==> src/design/pvr_defs.svh <==
`ifndef PVR_DEFS_SVH
`define PVR_DEFS_SVH

// constant words returned by the read mux
`define PVR_ID_VALUE       32'h17FD11DB // device id
`define PVR_REVISION_VALUE 32'h00000011 // core revision

// read-only offsets, writes here are dropped
`define PVR_ID_ADDR       16'h0000
`define PVR_REVISION_ADDR 16'h0004

// register map, 0x000..0x3fc split into equal banks
`define PVR_NUM_BANKS  4
`define PVR_BANK_WORDS 64
`define PVR_REG_LAST   16'h03FC // last mapped register word

// bank select sits right above the word index in the byte address
`define PVR_WORD_IDX_LSB  2
`define PVR_WORD_IDX_BITS $clog2(`PVR_BANK_WORDS)
`define PVR_BANK_SEL_LSB  (`PVR_WORD_IDX_LSB + `PVR_WORD_IDX_BITS)
`define PVR_BANK_SEL_BITS $clog2(`PVR_NUM_BANKS)

// palette ram region 0x1000..0x1fff
`define PVR_PAL_BASE  16'h1000
`define PVR_PAL_WORDS 4096

// ta command fifo
`define PVR_TA_FIFO_DEPTH 256

`endif

==> src/design/pvr_pkg.sv <==
package pvr_pkg;

	typedef logic [31:0] pvr_word_t;      // host bus data word
	typedef logic [15:0] pvr_addr_t;      // host byte address
	typedef logic [5:0]  bank_word_idx_t; // word inside one 64-word bank
	typedef logic [11:0] pal_idx_t;       // palette entry
	typedef logic [8:0]  fifo_count_t;    // 0..256, one bit wider than the fifo address

	// ta command field, codes 2, 3 and 6 are unused
	typedef enum logic [2:0] {
		TA_END_OF_LIST = 3'd0,
		TA_USER_CLIP   = 3'd1,
		TA_POLYGON     = 3'd4, // polygon or modifier volume
		TA_SPRITE      = 3'd5,
		TA_VERTEX      = 3'd7
	} ta_cmd_op_e;

	// command word as popped from the fifo
	typedef struct packed {
		ta_cmd_op_e  cmd;     // bits 31:29
		logic [28:0] options; // per-command flags
	} ta_cmd_t;

endpackage

==> src/design/reg_bank_if.sv <==
`timescale 1ns/10ps
`include "pvr_defs.svh"

interface reg_bank_if;

	logic                               wr_en;    // one-cycle write strobe
	logic [`PVR_WORD_IDX_BITS-1:0]      word_idx; // selects both write target and rdata
	logic [31:0]                        wdata;    // host write data
	logic [31:0]                        rdata;    // word at word_idx, combinational

	modport decode (
		output wr_en,
		output word_idx,
		output wdata
	);

	modport bank (
		input  wr_en,
		input  word_idx,
		input  wdata,
		output rdata
	);

	modport reader (
		input  rdata
	);

endinterface

==> src/design/pvr_reg_bank.sv <==
`timescale 1ns/10ps
`include "pvr_defs.svh"

module pvr_reg_bank
	import pvr_pkg::*;
(
	input  logic     clock,
	input  logic     reset_n,
	reg_bank_if.bank bus
);

	pvr_word_t regs [`PVR_BANK_WORDS]; // control, ta and fog table words

	always_ff @(posedge clock or negedge reset_n) begin
		if (!reset_n) begin
			for (int i = 0; i < `PVR_BANK_WORDS; i++) begin
				regs[i] <= '0; // whole map comes up zero
			end
		end else if (bus.wr_en) begin
			regs[bus.word_idx] <= bus.wdata;
		end
	end

	assign bus.rdata = regs[bus.word_idx]; // same-cycle read for the host mux

	// index comes from the decoder, an X here would corrupt a random word
	a_idx_known: assert property (
		@(posedge clock) disable iff (!reset_n)
		bus.wr_en |-> !$isunknown(bus.word_idx)
	) else $error("bank write with unknown word index");

endmodule

==> src/flat_wrapper.sv <==
// flat-port wrapper written by rule: the top's interface ports become plain ports
module pvr_reg_bank_flat import pvr_pkg::*;
  (clock, reset_n, bus_wr_en, bus_word_idx, bus_wdata, bus_rdata);
  reg_bank_if bus_i ();
  input  logic clock;
  input  logic reset_n;
  input wire logic [$bits(bus_i.wr_en)-1:0] bus_wr_en;
  input wire logic [$bits(bus_i.word_idx)-1:0] bus_word_idx;
  input wire logic [$bits(bus_i.wdata)-1:0] bus_wdata;
  output wire logic [$bits(bus_i.rdata)-1:0] bus_rdata;
  assign bus_i.wr_en = bus_wr_en;
  assign bus_i.word_idx = bus_word_idx;
  assign bus_i.wdata = bus_wdata;
  assign bus_rdata = bus_i.rdata;
  pvr_reg_bank u_core (.clock(clock), .reset_n(reset_n), .bus(bus_i));
endmodule
==> config.mk <==
export PLATFORM = sky130hd
export DESIGN_NAME = pvr_reg_bank_flat
export DESIGN_NICKNAME = d
export VERILOG_FILES = /design/src/design/pvr_pkg.sv /design/src/design/reg_bank_if.sv /design/src/design/pvr_reg_bank.sv /design/src/flat_wrapper.sv
export VERILOG_INCLUDE_DIRS = /design/src /design/src/design
export SDC_FILE = /design/constraint.sdc
export NUM_CORES = 2
export LEC_CHECK = 0
export ABC_CLOCK_PERIOD_IN_PS = 3000
export BUFFER_PORTS_ARGS = -buffer_cell sky130_fd_sc_hd__buf_2
export CAP_MARGIN = 5
export CORE_MARGIN = 5
export CORE_UTILIZATION = 50
export CTS_BUF_LIST = sky130_fd_sc_hd__clkbuf_16
export DETAILED_ROUTE_END_ITERATION = 8
export PLACE_DENSITY = 0.74
export SYNTH_ARGS = -nofsm -noshare
export SYNTH_HDL_FRONTEND = slang
export SYNTH_SLANG_ARGS = --single-unit
==> constraint.sdc <==
create_clock -name clock -period 3 [get_ports clock]
set_clock_uncertainty 0.05 [all_clocks]
set_input_delay 0.6 -clock clock [delete_from_list [all_inputs] [get_ports clock]]
set_output_delay 0.6 -clock clock [all_outputs]
set_load 0.01 [all_outputs]
* Word-level counts from Yosys, hierarchy flattened
Index checks and enable logic that the tools add are counted.
** Storage, ports and cells
- Memories :: 0
- Output and inout bits :: 32
- Bits in latches :: 0
- ROM bits :: 0
- Bits in registers :: 2048
- Input port bits :: 41
- Bits in writable memories :: 0
- Word-level logic and storage cells :: 74
** Operators by class
- Order comparisons :: 2
- Eq/ne operators :: 0
- Muxes and demuxes :: 6
- Reduce and logical (&&, ||, !) cells :: 1
- Div/mod/pow operators :: 0
- Add/subtract/negate cells :: 0
- Bitwise gates (word level) :: 1
- Multipliers :: 0
- Shift operators :: 0
** Operators with widths (number)
- $bwmux 2048 :: 1
- $bmux 32 s6 :: 1
- $demux 32 s6 :: 1
- $mux 32 :: 3
- $ge 7x7->1 const B :: 1
- $lt 7x1->1 const B :: 1
- $not 6->7 :: 1
- $logic_and 1x1->1 :: 1

* Depth between registers and ports, before layout
- Word-level depth :: 6
- Gate-level depth with buffers :: 11
- Depth with buffers taken out :: 6

* Worst setup path after synthesis
OpenSTA, ideal clock, no wires.
- Path kind :: input to output
- Start point :: input bus_word_idx[1]
- End point :: output bus_rdata[26]
- Cell stages on the path :: 7
- Required time :: 2.350 ns
- Slack :: -0.026 ns
- Data arrival time :: 2.376 ns
- Buffers on the path :: 3
- Cell sequence :: buf_4 > buf_4 > clkbuf_1 > mux4_2 > a22oi_1 > nand4_1 > or4_1
** On the way
- Cells in the longest elaborated chain, start to end :: 4
** RTL lines
- from (decl) :: RTL line flat_wrapper.sv:8 : input wire logic [$bits(bus_i.word_idx)-1:0] bus_word_idx;
- $not 6->7 (not written as such) :: RTL line pvr_reg_bank.sv:24 : assign bus.rdata = regs[bus.word_idx];
- $bmux 32 s6 :: RTL line pvr_reg_bank.sv:24
- $mux 32 (not written as such) (2 in series) :: RTL line pvr_reg_bank.sv:24
- to (decl) :: RTL line flat_wrapper.sv:10 : output wire logic [$bits(bus_i.rdata)-1:0] bus_rdata;
No other way between the ends. The select of a mux whose other input is x is not followed.

* Worst setup path in the final report
- Start point :: register u_core.regs[1780] in the netlist's numbering
- End point :: output bus_rdata[20]
** On the way
- Cells in the longest elaborated chain, start to end :: 3
** RTL lines
- from (decl) :: RTL line pvr_reg_bank.sv:12 : pvr_word_t regs [`PVR_BANK_WORDS];
- from (signal, indexed assignment) :: RTL line pvr_reg_bank.sv:20 : regs[bus.word_idx] <= bus.wdata;
- $bmux 32 s6 :: RTL line pvr_reg_bank.sv:24
- $mux 32 (not written as such) (2 in series) :: RTL line pvr_reg_bank.sv:24
No other way between the ends. The select of a mux whose other input is x is not followed.

==> impl_metrics.py <==
metrics = {
    "run": {
        "cap_viol_max_count": 0,
    },
    "route": {
        "detail_route.wirelength_um": 323000,
        "ant_nets": 0,
        "drt_first_pass_iters": 6,
        "route.detailed.drc": 0,
        "detail_route.vias_per_cell": 6.75,
        "starting_drt_drc_count": 7927,
        "detail_route.wl_per_cell_um": 32.7,
        "dr_total_vias": 66674,
    },
    "clocking": {
        "clock_latency_reported_for_the_late_side_of_the_worst_skew_pair_ps": 870,
        "clock-sinks": 2048,
        "cts_bufs_inserted": 204,
        "cts_buffer_depth": 3,
        "cts.root.buffer_cell": "clkbuf_16",
        "cts.reportedPaths.clkPinSlew_ps": 60,
        "cts-htree-levels": 4,
        "cts_tree": "built",
    },
    "synthesis": {
        "post_synth.cell_area_avg_um2": 13.5,
        "number_of_warnings_issued_by_yosys": 0,
        "top_cell_type_s_share_of_synthesized_area": 0.556,
        "synth-async-reset-ratio": 1.00,
        "cells_after_synth": 6800,
        "synth_ff_type": "dfrtp_1",
        "synth_top_cells_by_count": "2,099 x mux2_2, 2,048 x dfrtp_1, 512 x a22oi_1",
        "ys_seq_area_frac": 0.556,
        "synth.most_common_cell": "mux2_2",
        "synth_top_cell_by_area": "dfrtp_1",
        "ys_types": 52,
        "synth-edff-count": 0,
        "syn-cell-area_um2": 92100,
        "synth-seq-cells": 2048,
        "mappedNetlistNets": 6841,
        "synth.area.top_cells": "dfrtp_1 56%, mux2_2 26%, a22oi_1 4.2%, a221oi_1 2.0%, mux4_2 1.6%",
    },
    "finish": {
        "n_fill_cell": 13164,
        "top_flop_regs": "u_core.regs x2048",
        "max_flop_register": "u_core.regs",
        "stdcell_area_um2": 112000,
        "largest_register_ffs": 2048,
        "layout.core_utilization": 0.610,
        "nets": 7279,
        "register_area_um2": 51200,
        "post_route_cells_drive_above_1_share": 0.515,
        "area_delta_synth_final_pct": 21.4,
        "multi_input_comb_area_um2": 39800,
    },
    "power_and_ir_drop": {
        "ir_drop_mv": 0.689,
        "pd_cells_nw_per_um2": 603,
        "static-leakage-power_nw": 51.1,
    },
    "setup_path": {
        "timing.critical_path.fanout_max": 2,
        "endpoint_kind": "primary output",
        "timing.reg2reg.setup_slack_ps": 2040,
        "worst-endpoint-required_ps": 2350,
        "timing.critical_path.from_type": "register",
        "cp_data_arrival_time_ps": 2980,
        "worst-setup-path-type": "register to primary output",
    },
    "hold_path": {
        "timing.hold.worst.class": "primary input to register",
    },
    "status": {
        "failed_checks": "setup timing",
        "status": "complete, but fails checks",
    },
    "sta": {
        "maximum_clock_rate_mhz": 276,
        "max_slew_margin": 0.133,
        "timing.final.hold_violations": 0,
        "setup-violations-final": 32,
        "holdWs_ps": 154,
        "setup_slack_ps": -629,
        "timing.final.max_slew_violations": 0,
        "final_min_period_over_clock_period": 1.21,
        "setup_repair_after_global_routing_missed_its_margin": "true",
        "final.min_clock_period_ps": 3630,
        "worstMarginPinSlew_ps": 1300,
    },
    "die": {
        "core.rowCount": 157,
        "die-width_um": 439,
        "initial_utilization": 0.503,
        "die_y_um": 439,
        "io_pins": 73,
        "dieArea_um2": 193000,
        "core_area_um2": 183000,
    },
    "grt": {
        "number_of_antenna_violations_at_the_first_check_in_global_routing": 25,
        "grt.total_usage": 0.323,
        "pin_count_of_the_biggest_net_entering_global_routing": 127,
        "via_count_of_the_first_global_routing_pass": 67714,
        "gr-total-overflow": 0,
        "grt_first_pass_wirelength_um": 461000,
    },
    "placed_design": {
        "gp_routability_congestion": 0.937,
        "hpwl_um": 203000,
        "postPlaceCellArea_um2": 101000,
        "numPortBuffers": 72,
    },
}
## area by class of cell
cell class                      instances  area share
Sequential cell                      2048       0.458
Multi-Input combinational cell       4002       0.356
Timing Repair Buffer                  981       0.102
Clock buffer                          206      0.0461
Tap cell                             2464      0.0276
Clock inverter                        161      0.0103
Antenna cell                           15    0.000336
Inverter                                1   0.0000336
## worst max-delay path: stages, from the launching register on
cell and delay (ps):
dfrtp_1 390, a221oi_1 350, a21oi_1 80, o21ai_0 330, o21ai_0 170, or4_4 630
buf_6 170
## routing by layer
layer,global-route usage,part of all wire,vias to the layer above
li1,-,-,26440
met1,0.418,0.37,34887
met2,0.482,0.44,4098
met3,0.0820,0.10,1243
met4,0.214,0.083,6
met5,0,0.00011,-
## metrics by stage
stage                     std cells  TNS (ps)  worst slack [ps]  power (W)
after floorplan                6800         0              16.4     0.0387
after global placement         9352    -61010             -1020     0.0417
after detailed placement       9352    -67560             -1020     0.0423
after CTS                      9786    -14460              -652     0.0670
after global routing           9870    -15980              -656     0.0697
final                          9878    -15220              -629     0.0675
## repair_timing
item / CTS / global route
hold buffers: 1 / 0
endpoints found under the setup margin: 32 / 32
cloned: 11 / 16
hold endpoints to repair: 38 / 0
buffers inserted: 58 / 67
resized for setup: 363 / 234
pin swaps: 121 / 123
## cells by family after synthesis
kind of cell	Yosys count	synth area share
DFF	2048	0.556
buffers and inverters	751	0.0357
AOI/OAI and AO/OA	1383	0.106
and+or+nand+nor	362	0.0195
muxes	2256	0.283
## power breakdown
part           internal [W]  switching [W]  leakage, nW
clock                0.0134         0.0111         3.25
sequential           0.0313        0.00214         27.2
combinational       0.00506        0.00457         20.6
total                0.0497         0.0178         51.1
## worst paths after layout
path                                    from  cells past startpoint                 to
setup reg to reg           u_core.regs[1520]                      2  u_core.regs[1520]
setup / recovery           u_core.regs[1780]                      6      bus_rdata[20]
hold reg to reg            u_core.regs[1195]                      1  u_core.regs[1195]
min in group asynchronous            reset_n                      2  u_core.regs[1738]
max in group asynchronous            reset_n                      3    u_core.regs[80]
hold / removal                 bus_wdata[26]                      2  u_core.regs[1562]
## placed cells by master (no fill, tap or decap), types with 23 or more instances in the layout
master / instances
o211ai_1: 23
o21ai_0: 81
nor2_1: 44
nor2_4: 35
buf_12: 237
a221oi_2: 37
mux4_2: 66
o22ai_2: 27
mux2i_1: 87
a221oi_1: 171
clkbuf_16: 222
a22o_1: 29
clkinv_1: 67
nand2_1: 76
mux2_2: 2097
a21oi_1: 201
a211oi_1: 29
dfrtp_1: 2048
inv_1: 50
o21ai_1: 32
buf_2: 49
nand2_2: 38
a22oi_1: 397
a22oi_2: 115
buf_4: 564
buf_6: 76
o22ai_1: 99
Power figures use the tool's default switching activity.
